**config.mk**
```make
export PLATFORM = sky130hd
export DESIGN_NAME = debug_workgroup
export DESIGN_NICKNAME = d
export VERILOG_FILES = /design/src/design/dbg_pkg.sv /design/src/design/dmi_apb_regs.sv /design/src/design/dport_router.sv /design/src/design/hart_dbg_target.sv /design/src/design/dmi_resp_collect.sv /design/src/design/debug_workgroup.sv
export SDC_FILE = /design/constraint.sdc
export NUM_CORES = 2
export LEC_CHECK = 0
export BUFFER_PORTS_ARGS = -buffer_cell sky130_fd_sc_hd__buf_2
export CAP_MARGIN = 20
export CORE_AREA = 3 3 353 355
export DETAILED_ROUTE_END_ITERATION = 16
export DIE_AREA = 0 0 356 358
export SLEW_MARGIN = 20
export SYNTH_ARGS = -nofsm -noshare
export SYNTH_HDL_FRONTEND = slang
export SYNTH_SLANG_ARGS = --single-unit
```
**constraint.sdc**
```tcl
create_clock -name i_clk -period 2.1 [get_ports i_clk]
set_input_delay 0.42 -clock i_clk [delete_from_list [all_inputs] [get_ports i_clk]]
set_output_delay 0.42 -clock i_clk [all_outputs]
set_load 0.01 [all_outputs]
```
**src/design/dbg_pkg.sv**
```systemverilog
package dbg_pkg;

    // Sizes
    localparam int unsigned CPU_MAX   = 4;
    localparam int unsigned HARTSEL_W = 2;
    localparam int unsigned DATA_W    = 32;
    localparam int unsigned REG_NUM   = 16;
    localparam int unsigned REGNO_W   = 4;
    localparam int unsigned ADDR_W    = 4;

    // APB register map
    localparam logic [ADDR_W-1:0] ADDR_HARTCTL = 4'h0;
    localparam logic [ADDR_W-1:0] ADDR_STATUS  = 4'h4;
    localparam logic [ADDR_W-1:0] ADDR_COMMAND = 4'h8;
    localparam logic [ADDR_W-1:0] ADDR_DATA0   = 4'hC;

    // STATUS flag positions, halted bits sit in [CPU_MAX-1:0]
    localparam int unsigned STAT_BUSY = 30;
    localparam int unsigned STAT_ERR  = 31;

    // COMMAND cmdtype codes
    localparam logic [7:0] CMD_ACCESS = 8'd0;
    localparam logic [7:0] CMD_RUNCTL = 8'd1;

    typedef struct packed {
        logic [7:0]         cmdtype;
        logic [6:0]         rsvd_hi;
        logic               write;    // 1 = register write from DATA0
        logic [11:0]        rsvd_lo;
        logic [REGNO_W-1:0] regno;
    } cmd_access_t;

    typedef struct packed {
        logic [7:0]  cmdtype;
        logic [21:0] rsvd;
        logic        resume;
        logic        halt;
    } cmd_runctl_t;

    // One COMMAND word, two decodings selected by cmdtype
    typedef union packed {
        cmd_access_t access;
        cmd_runctl_t runctl;
    } dbg_cmd_u;

    typedef enum logic [1:0] {
        KIND_READ   = 2'd0,
        KIND_WRITE  = 2'd1,
        KIND_HALT   = 2'd2,
        KIND_RESUME = 2'd3
    } dport_kind_e;

    typedef struct packed {
        logic                 valid;
        logic [HARTSEL_W-1:0] hartsel;
        dport_kind_e          kind;
        logic [REGNO_W-1:0]   regno;
        logic [DATA_W-1:0]    wdata;
    } dport_req_t;

    typedef struct packed {
        logic              valid;
        logic              error;
        logic [DATA_W-1:0] rdata;
    } dport_resp_t;

    typedef struct packed {
        logic              psel;
        logic              penable;
        logic              pwrite;
        logic [ADDR_W-1:0] paddr;
        logic [DATA_W-1:0] pwdata;
    } apb_req_t;

    typedef struct packed {
        logic              pready;
        logic [DATA_W-1:0] prdata;
        logic              pslverr;
    } apb_resp_t;

endpackage

```
**src/design/dmi_apb_regs.sv**
```systemverilog
`timescale 1ns/1ps

module dmi_apb_regs (
    input  logic                        i_clk,
    input  logic                        i_rst_n,
    input  dbg_pkg::apb_req_t           i_apb,
    output dbg_pkg::apb_resp_t          o_apb,
    input  logic [dbg_pkg::DATA_W-1:0]  i_status,   // Packed STATUS word
    input  logic [dbg_pkg::DATA_W-1:0]  i_data0,
    input  logic                        i_busy,
    output logic                        o_data0_wr,
    output dbg_pkg::dport_req_t         o_req,
    output logic                        o_bad_cmd
);
    import dbg_pkg::*;

    logic [HARTSEL_W-1:0] hartctl;
    logic                 acc_wr;
    logic                 cmd_wr;
    logic                 cmd_busy;
    logic                 cmd_go;
    dbg_cmd_u             cmd;
    dport_req_t           req_d;
    logic                 bad_d;

    // Write in the access phase of a transfer
    assign acc_wr = i_apb.psel && i_apb.penable && i_apb.pwrite;
    assign cmd_wr = acc_wr && (i_apb.paddr == ADDR_COMMAND);

    // A request still on its way to the collector counts as busy too
    assign cmd_busy = i_busy || o_req.valid;
    assign cmd_go   = cmd_wr && !cmd_busy;

    assign o_data0_wr = acc_wr && (i_apb.paddr == ADDR_DATA0);
    assign cmd        = i_apb.pwdata;

    // Command decode
    always_comb begin
        req_d         = '0;
        bad_d         = 1'b0;
        req_d.hartsel = hartctl;
        req_d.wdata   = i_data0;    // Non-read kinds echo it back to DATA0
        case (cmd.access.cmdtype)
            CMD_ACCESS: begin
                req_d.valid = cmd_go;
                req_d.regno = cmd.access.regno;
                req_d.kind  = cmd.access.write ? KIND_WRITE : KIND_READ;
            end
            CMD_RUNCTL: begin
                req_d.valid = cmd_go;
                req_d.kind  = cmd.runctl.halt ? KIND_HALT : KIND_RESUME;
            end
            default: bad_d = cmd_go;    // Unknown cmdtype, no request
        endcase
    end

    always_ff @(posedge i_clk or negedge i_rst_n) begin
        if (!i_rst_n) begin
            hartctl   <= '0;
            o_req     <= '0;
            o_bad_cmd <= 1'b0;
        end else begin
            o_req     <= req_d;     // One-cycle pulse after the access phase
            o_bad_cmd <= bad_d;
            if (acc_wr && (i_apb.paddr == ADDR_HARTCTL)) begin
                hartctl <= i_apb.pwdata[HARTSEL_W-1:0];
            end
        end
    end

    // Read data, valid in the access cycle
    always_comb begin
        o_apb.pready  = 1'b1;
        o_apb.pslverr = cmd_wr && cmd_busy;
        case (i_apb.paddr)
            ADDR_HARTCTL: o_apb.prdata = {{(DATA_W-HARTSEL_W){1'b0}}, hartctl};
            ADDR_STATUS:  o_apb.prdata = i_status;
            ADDR_DATA0:   o_apb.prdata = i_data0;
            default:      o_apb.prdata = '0;    // COMMAND is write only
        endcase
    end

endmodule

```
**src/design/dport_router.sv**
```systemverilog
`timescale 1ns/1ps

module dport_router #(
    parameter int unsigned cpu_num = 1
) (
    input  logic                         i_clk,
    input  logic                         i_rst_n,
    input  dbg_pkg::dport_req_t          i_req,
    output dbg_pkg::dport_req_t          o_hart_req [dbg_pkg::CPU_MAX],
    input  dbg_pkg::dport_resp_t         i_hart_resp [dbg_pkg::CPU_MAX],
    input  logic [dbg_pkg::CPU_MAX-1:0]  i_halted,
    output dbg_pkg::dport_resp_t         o_resp
);
    import dbg_pkg::*;

    logic                 in_range;
    logic                 is_runctl;
    logic                 req_ok;
    logic                 err_q;    // Pending error response
    logic [HARTSEL_W-1:0] sel_q;    // Hart that owns the response in flight
    dport_resp_t          hart_rsp;

    assign in_range  = (32'(i_req.hartsel) < cpu_num);
    assign is_runctl = (i_req.kind == KIND_HALT) || (i_req.kind == KIND_RESUME);

    // Register access needs a halted hart, halt and resume always go through
    assign req_ok = in_range && (is_runctl || i_halted[i_req.hartsel]);

    always_comb begin
        for (int i = 0; i < CPU_MAX; i++) begin
            o_hart_req[i]       = i_req;
            o_hart_req[i].valid = i_req.valid && req_ok
                                  && (i_req.hartsel == HARTSEL_W'(i));
        end
    end

    assign hart_rsp = i_hart_resp[sel_q];

    always_ff @(posedge i_clk or negedge i_rst_n) begin
        if (!i_rst_n) begin
            err_q  <= 1'b0;
            sel_q  <= '0;
            o_resp <= '0;
        end else begin
            err_q <= i_req.valid && !req_ok;
            if (i_req.valid) begin
                sel_q <= i_req.hartsel;
            end
            // Error and hart responses leave on the same cycle
            o_resp.valid <= err_q || hart_rsp.valid;
            o_resp.error <= err_q;
            o_resp.rdata <= err_q ? '0 : hart_rsp.rdata;
        end
    end

endmodule

```
**src/design/hart_dbg_target.sv**
```systemverilog
`timescale 1ns/1ps

module hart_dbg_target (
    input  logic                 i_clk,
    input  logic                 i_rst_n,
    input  dbg_pkg::dport_req_t  i_req,
    output dbg_pkg::dport_resp_t o_resp,
    output logic                 o_halted
);
    import dbg_pkg::*;

    logic [DATA_W-1:0] regs [REG_NUM];
    logic              halted;

    assign o_halted = halted;

    always_ff @(posedge i_clk or negedge i_rst_n) begin
        if (!i_rst_n) begin
            halted <= 1'b0;     // Harts come out of reset running
            o_resp <= '0;
            for (int r = 0; r < REG_NUM; r++) begin
                regs[r] <= '0;
            end
        end else begin
            o_resp.valid <= i_req.valid;
            o_resp.error <= 1'b0;   // Range and halt checks live in the router
            if (i_req.valid) begin
                // Default echo keeps DATA0 unchanged for non-read commands
                o_resp.rdata <= i_req.wdata;
                case (i_req.kind)
                    KIND_READ: begin
                        o_resp.rdata <= regs[i_req.regno];
                    end
                    KIND_WRITE: begin
                        regs[i_req.regno] <= i_req.wdata;
                    end
                    KIND_HALT: begin
                        halted <= 1'b1;
                    end
                    KIND_RESUME: begin
                        halted <= 1'b0;
                    end
                    default: ;
                endcase
            end
        end
    end

endmodule

```
**src/design/dmi_resp_collect.sv**
```systemverilog
`timescale 1ns/1ps

module dmi_resp_collect (
    input  logic                        i_clk,
    input  logic                        i_rst_n,
    input  logic                        i_req_valid,    // Request pulse from decode
    input  logic                        i_bad_cmd,
    input  logic                        i_data0_wr,
    input  logic [dbg_pkg::DATA_W-1:0]  i_wdata,
    input  logic                        i_err_clr,
    input  dbg_pkg::dport_resp_t        i_resp,
    output logic                        o_busy,
    output logic                        o_error,
    output logic [dbg_pkg::DATA_W-1:0]  o_data0
);
    import dbg_pkg::*;

    // Busy spans request pulse to response
    always_ff @(posedge i_clk or negedge i_rst_n) begin
        if (!i_rst_n) begin
            o_busy <= 1'b0;
        end else if (i_req_valid) begin
            o_busy <= 1'b1;
        end else if (i_resp.valid) begin
            o_busy <= 1'b0;
        end
    end

    // Sticky error, a new error wins over a clear in the same cycle
    always_ff @(posedge i_clk or negedge i_rst_n) begin
        if (!i_rst_n) begin
            o_error <= 1'b0;
        end else if (i_bad_cmd || (i_resp.valid && i_resp.error)) begin
            o_error <= 1'b1;
        end else if (i_err_clr) begin
            o_error <= 1'b0;
        end
    end

    always_ff @(posedge i_clk or negedge i_rst_n) begin
        if (!i_rst_n) begin
            o_data0 <= '0;
        end else if (i_resp.valid && !i_resp.error) begin
            o_data0 <= i_resp.rdata;
        end else if (i_data0_wr && !o_busy) begin
            o_data0 <= i_wdata;     // Debugger write, locked while a command runs
        end
    end

endmodule

```
**src/design/debug_workgroup.sv**
```systemverilog
`timescale 1ns/1ps

module debug_workgroup #(
    parameter int unsigned cpu_num = 2
) (
    input  logic                i_clk,
    input  logic                i_rst_n,
    input  dbg_pkg::apb_req_t   i_apb,
    output dbg_pkg::apb_resp_t  o_apb
);
    import dbg_pkg::*;

    dport_req_t         dport_req;
    dport_resp_t        dport_resp;
    dport_req_t         hart_req [CPU_MAX];
    dport_resp_t        hart_resp [CPU_MAX];
    logic [CPU_MAX-1:0] halted;
    logic [DATA_W-1:0]  status;
    logic [DATA_W-1:0]  data0;
    logic               busy;
    logic               error;
    logic               data0_wr;
    logic               bad_cmd;
    logic               err_clr;

    // STATUS word
    always_comb begin
        status              = '0;
        status[CPU_MAX-1:0] = halted;
        status[STAT_BUSY]   = busy;
        status[STAT_ERR]    = error;
    end

    // Write 1 to the error bit clears it
    assign err_clr = i_apb.psel && i_apb.penable && i_apb.pwrite
                     && (i_apb.paddr == ADDR_STATUS) && i_apb.pwdata[STAT_ERR];

    dmi_apb_regs u_regs (
        .i_clk      (i_clk),
        .i_rst_n    (i_rst_n),
        .i_apb      (i_apb),
        .o_apb      (o_apb),
        .i_status   (status),
        .i_data0    (data0),
        .i_busy     (busy),
        .o_data0_wr (data0_wr),
        .o_req      (dport_req),
        .o_bad_cmd  (bad_cmd)
    );

    dport_router #(
        .cpu_num(cpu_num)
    ) u_router (
        .i_clk       (i_clk),
        .i_rst_n     (i_rst_n),
        .i_req       (dport_req),
        .o_hart_req  (hart_req),
        .i_hart_resp (hart_resp),
        .i_halted    (halted),
        .o_resp      (dport_resp)
    );

    dmi_resp_collect u_collect (
        .i_clk       (i_clk),
        .i_rst_n     (i_rst_n),
        .i_req_valid (dport_req.valid),
        .i_bad_cmd   (bad_cmd),
        .i_data0_wr  (data0_wr),
        .i_wdata     (i_apb.pwdata),
        .i_err_clr   (err_clr),
        .i_resp      (dport_resp),
        .o_busy      (busy),
        .o_error     (error),
        .o_data0     (data0)
    );

    for (genvar i = 0; i < cpu_num; i++) begin : g_hart
        hart_dbg_target u_hart (
            .i_clk    (i_clk),
            .i_rst_n  (i_rst_n),
            .i_req    (hart_req[i]),
            .o_resp   (hart_resp[i]),
            .o_halted (halted[i])
        );
    end : g_hart

    // Empty slots never answer and read as running
    for (genvar i = cpu_num; i < CPU_MAX; i++) begin : g_idle
        assign hart_resp[i] = '0;
        assign halted[i]    = 1'b0;
    end : g_idle

endmodule

```
# --- Yosys cells after proc, flatten, opt, wreduce, memory -nomap -nowiden ---
# Cells that the tools add are included.
word_totals:
  reg_bits: 1207
  in_bits: 41
  out_inout_bits: 34
  word_cells: 140
classes:
  n_lt_le_gt_ge: 5
  n_eq_ne: 8
  n_mux: 32
  bitwise_logic: 2
  n_reduce_logical: 40
ops:
  columns: ["op", "n"]
  rows:
  - ["512-bit bitwise mux", 2]
  - ["32-bit two-way mux", 10]
  - ["32-bit binary-select mux with 4-bit select", 2]
  - ["32-bit demux with 4-bit select", 1]
  - ["32-bit one-hot mux with 3 select lines", 1]
  - ["34-bit binary-select mux with 2-bit select", 1]
  - ["34-bit two-way mux", 2]
  - ["1-bit logical AND", 18]
  - ["1-bit two-way mux", 9]
  - ["4-bit equality test, second input constant", 2]
  - ["8-bit by 1-bit equality test with 1-bit output, second input constant", 1]
  - ["8-bit logical NOT", 1]
  - ["2-bit AND reduction", 4]
  - ["2-bit nonzero test", 4]
  - ["5-bit >= comparator, second input constant", 1]
  - ["1-bit logical OR", 5]
  - ["5-bit by 1-bit < comparator with 1-bit output, second input constant", 1]
  - ["4-bit inverter with 5-bit output", 1]
  - ["2-bit by 1-bit equality test with 1-bit output, second input constant", 2]
  - ["2-bit equality test, second input constant", 2]
  - ["4-bit by 3-bit equality test with 1-bit output, second input constant", 1]
  - ["1-bit logical NOT", 4]
  - ["2-bit logical NOT", 2]
  - ["4-bit logical NOT", 1]
  - ["9 further kinds", 9]

# --- Depth between registers and ports, before layout ---
logic_depth:
  ltp_word: 7
  depth_mapped: 9
  mapped_depth_nobuf: 5

# --- Hierarchy ---
# Synthesis repeated with hierarchy kept, for this count alone.
unflattened:
  cells_unflattened: 3957
  hier_area_um2: 55650.9
by_module_without_submodules:
  columns: ["mod", "n_inst", "cells_each", "area_per_inst_um2", "seq_area_each_um2"]
  rows:
  - ["hart_dbg_target", 2, 1697, 24433.4, 13663.1]
  - ["dport_router", 1, 325, 3225.6, 925.9]
  - ["dmi_resp_collect", 1, 115, 1875.5, 850.8]
  - ["dmi_apb_regs", 1, 119, 1654.1, 1101.1]
  - ["debug_workgroup", 1, 4, 28.8, 0.0]

# --- Worst setup path before layout ---
# No wires, ideal clock.
synth_path:
  kind: "input -> output"
  from: "input i_apb[34] in the netlist's numbering"
  to: "output o_apb[10] in the netlist's numbering"
  t_arrival_ns: 1.728
  required_ns: 1.680
  slack_ns: -0.048
  cell_stages: 6
  n_path_buf: 3
  path_cell_list: "buf_4 > or3b_1 > clkbuf_1 > nor2_1 > clkbuf_1 > and2_1"
synth_rtl:
  columns: ["item", "line", "rtl"]
  rows:
  - ["start, declared", "debug_workgroup.sv:8", "input dbg_pkg::apb_req_t i_apb,"]
  - ["end, declared", "debug_workgroup.sv:9", "output dbg_pkg::apb_resp_t o_apb"]

# --- Worst setup path after layout ---
layout_path:
  from: "register u_regs.o_req[32] in the netlist's numbering"
  to: "register g_hart[1].u_hart.regs[10] in the netlist's numbering"
layout_via:
  elab_chain_len: 6
  elab_cells_between_ends: 7
  classes_between: "order compare (2); mux (3); bitwise (1); reduce/logical (1)"
layout_rtl:
  columns: ["item", "line", "rtl"]
  rows:
  - ["start, declared", "dmi_apb_regs.sv:12", "output dbg_pkg::dport_req_t o_req,"]
  - ["start signal, assigned", "dmi_apb_regs.sv:63", "o_req <= req_d;"]
  - ["4-bit inverter with 5-bit output (implied by the code) *", "hart_dbg_target.sv:35", "regs[i_req.regno] <= i_req.wdata;"]
  - ["5-bit >= comparator (implied by the code) / 5-bit by 1-bit < comparator with 1-bit output (equally long branches)", "hart_dbg_target.sv:35", null]
  - ["1-bit logical AND (implied by the code)", "hart_dbg_target.sv:35", null]
  - ["32-bit two-way mux (implied by the code)", "hart_dbg_target.sv:35", null]
  - ["32-bit demux with 4-bit select *", "hart_dbg_target.sv:35", null]
  - ["512-bit bitwise mux *", "hart_dbg_target.sv:35", null]
  - ["end signal, assigned by index", "hart_dbg_target.sv:35", null]
  - ["end, declared", "hart_dbg_target.sv:12", "logic [DATA_W-1:0] regs [REG_NUM];"]
# Mark *: on every way between the ends. The rest lies on a longest branch, timed or not.
# A chain may end at the register's enable or synchronous reset.

==> run_results.csv <==
group,metric,value,unit
timing,setup_violations,925,
drt,firstDrtPassIters,7,
timing,fin_crit_sh,1.11,
critical_path,crit_top_cell,"buf_12",
pwr,power,50.9,mW
pwr,leakage,33.7,nW
clocking,insertion_delay,0.76,ns
placed_design,gp_congestion,0.761,
synthesis,ys_dominant_reg_cell,"dfrtp_1",
timing,rsz0062_at_grt,"yes",
clocking,path_clk_slew,0.06,ns
drt,via_count,35700,
placed_design,dp_hpwl,94200,microns
clocking,clk_path_buf_depth,3,
timing,setup_ws,-0.229,ns
timing,drv_slew,0,
global_route,antenna_found_initial,7,
critical_path,critPathTopFamily,"buffers and inverters",
finish,fin_util,0.598,
finish,fillers,9028,
timing,skew,0.0304,ns
global_route,grt_pass1_vias,35700,
synthesis,syn_nets,3776,
synthesis,yosys_warnings,0,
critical_path,required,2.72,ns
pwr,peakVddDrop,0.744,mV
critical_path,crit_chain,"buf_12 > buf_8 > nand4_4 > buf_12 > buf_12 > nor3_4 > buf_12 > clkbuf_16 > mux2_4",
synthesis,ys_async_sr_fraction,1.00,
timing,tightest_slew,1.18,ns
critical_path,critPathBufInv,6,
critical_path,cpMaxStageDelayCell,"dfrtp_4",
timing,timing.slew.headroom,0.215,
drt,viasPerCell,6.02,
drt,wirelength,192000,microns
clocking,cts_made_buffers,133,
floorplan,coreArea,122000,sq um
drt,postRouteAntennaNets,0,
synthesis,yosysSeqAreaShare,0.551,
finish,final_cell_mix,"1199 x dfrtp_1, 805 x mux2_4, 381 x mux2i_1",
synthesis,synth_area,54800,sq um
placed_design,io_buffers,73,
critical_path,worstPathMaxFanout,5,
min_path,holdCritPathClass,"in -> reg",
synthesis,synth_edf_count,0,
timing,fmax,429,MHz
critical_path,r2r_start,"u_regs.o_req[32]",
global_route,grt_max_degree,91,
clocking,cts_root_buf,"clkbuf_16",
critical_path,cp-start-kind,"flop",
floorplan,initial_core_util,0.450,
synthesis,ys_seq_elements,1207,
critical_path,crit_start,"u_regs.o_req[32]",
placed_design,dpl_worst_slack,-0.167,ns
synthesis,synth_cell_types,47,
drt,drt-initial-drc-count,3325,
timing,holdWs,0.0664,ns
clocking,cts_tree,"yes",
global_route,track_usage,0.274,
finish,syn2layout_area_growth,32.7,%
critical_path,cp.arrival,2.95,ns
status,status,"finished, violations left",
finish,fin_nets,4243,
synthesis,syn_inst,3735,
finish,final_common_cell,"dfrtp_1",
global_route,grt_pass1_wl,255000,microns
pwr,power.density,699,nW/um^2
floorplan,ios,75,
timing,hold_viol_final,0,
drt,drcViolationCount,0,
floorplan,dieArea,127000,sq um
clocking,clock_sinks,1207,
timing,fin_crit,2.33,ns
floorplan,die_w,356,microns
finish,drive_above_1_share,0.504,
critical_path,worst-setup-path-type,"reg -> reg",
global_route,grt_overflow,0,
clocking,ctsHtreeMaxLevel,4,
drt,wl_per_cell,32.4,microns
flow_run,cap_viol_max_count,0,
critical_path,end_kind,"flop",
min_path,hp-start,"i_apb[24]",
critical_path,slowest_delay,0.52,ns
status,failed_checks,"setup timing",
floorplan,chipHeight,358,microns
synthesis,synth_area_per_cell,14.7,sq um
floorplan,num_rows,128,
==> area by class of cell <==
| cell class | instances | area (sq um) | share of cell area |
|---|---|---|---|
| antenna | 4 | 10.0 | 0.000138 |
| clock buffer | 200 | 4120 | 0.0566 |
| clock inverter | 34 | 447 | 0.00614 |
| inverter | 8 | 36.3 | 0.000499 |
| multi-input combinational | 2183 | 26200 | 0.360 |
| sequential | 1207 | 30200 | 0.415 |
| tap | 1625 | 2030 | 0.0279 |
| timing repair buffer | 669 | 9660 | 0.133 |
==> report_power, final <==
part           leakage, nW  switching, mW  internal, mW
registers             16.8          0.880          23.5
logic                 14.7           1.38         0.675
clock network         2.26           9.88          14.6
total                 33.7           12.1          38.7
==> routing by layer <==
layer,vias up,GRT usage,wire (microns)
li1,14500,-,-
met1,19300,0.396,82100
met2,1417,0.424,84900
met3,439,0.0394,14900
met4,6,0.0981,10300
met5,-,0,38
==> registers in the layout, indices dropped and copies added, names as in the netlist, 2 cells and up <==
| name | count |
|---|---|
| g_hart.u_hart.o_resp | 66 |
| u_collect.o_data0 | 32 |
| u_router.o_resp | 34 |
| g_hart.u_hart.o_halted | 2 |
| u_regs.o_req | 41 |
| u_router.sel_q | 2 |
| u_regs.hartctl | 2 |
| g_hart.u_hart.regs | 1024 |
==> path summary, 6_finish.rpt <==
kind / end / slack, ns / cells past startpoint
min in group asynchronous: g_hart[1].u_hart.regs[185] / 0.18 / 2
max in group asynchronous: g_hart[1].u_hart.regs[431] / 0.95 / 4
worst min-delay path: u_regs.o_req[37] / 0.07 / 2
worst max register to register: g_hart[1].u_hart.regs[10] / -0.23 / 9
worst min register to register: u_regs.o_req[19] / 0.39 / 0
worst max-delay path: g_hart[1].u_hart.regs[10] / -0.23 / 9
==> worst register-to-register path, cell delays in order (launching register included) <==
cell and delay (ns):
dfrtp_4 0.52, buf_12 0.14, buf_8 0.10, nand4_4 0.11
buf_12 0.17, buf_12 0.14, nor3_4 0.28, buf_12 0.20
clkbuf_16 0.22, mux2_4 0.32
==> cells in the mapped netlist, types with 3 or more instances <==
cell	instances	area [sq um]
nand4_4	4	85.1
inv_1	6	22.5
nor3_1	4	20.0
buf_2	70	350
mux2_2	1019	11500
a21oi_1	35	175
o21ai_0	4	20.0
dfrtp_1	1207	30200
o31ai_1	65	488
mux2_1	73	822
nor3_4	21	342
buf_4	93	698
mux4_2	128	2880
a22oi_1	62	465
buf_6	3	33.8
nor2_1	76	285
nand2b_1	5	31.3
nor3_2	11	110
clkbuf_1	157	589
buf_1	13	48.8
nand2_1	69	259
nand3_1	3	15.0
o211ai_1	62	465
and2_1	96	601
nor2b_1	33	206
mux2i_1	390	3900
==> logic make-up after synthesis <==
group,count (synthesis),share of synthesized area
mux,1610,0.348
flops,1207,0.551
buf+inv,345,0.0320
simple gates,333,0.0373
compound gates,239,0.0314
other cells,1,0.0000684
==> what timing repair did <==
action	in CTS	in global routing
hold buffers	28	0
gates resized for setup	341	857
pin swaps	38	101
gates cloned	63	58
buffers inserted	95	76
setup endpoints to repair	735	1052
endpoints found under the hold margin	273	0
==> through the flow <==
| stage | instances | TNS (ns) | area [sq um] |
|---|---|---|---|
| finish | 5930 | -86.97 | 72800 |
| global route | 5926 | -106.53 | 72700 |
| CTS | 5829 | -37.17 | 68200 |
| detailed placement | 5412 | -14.99 | 59400 |
| global placement | 5412 | -13.41 | 59400 |
| floorplan | 3735 | 0 | 54800 |
(Power assumes the default switching activity.)
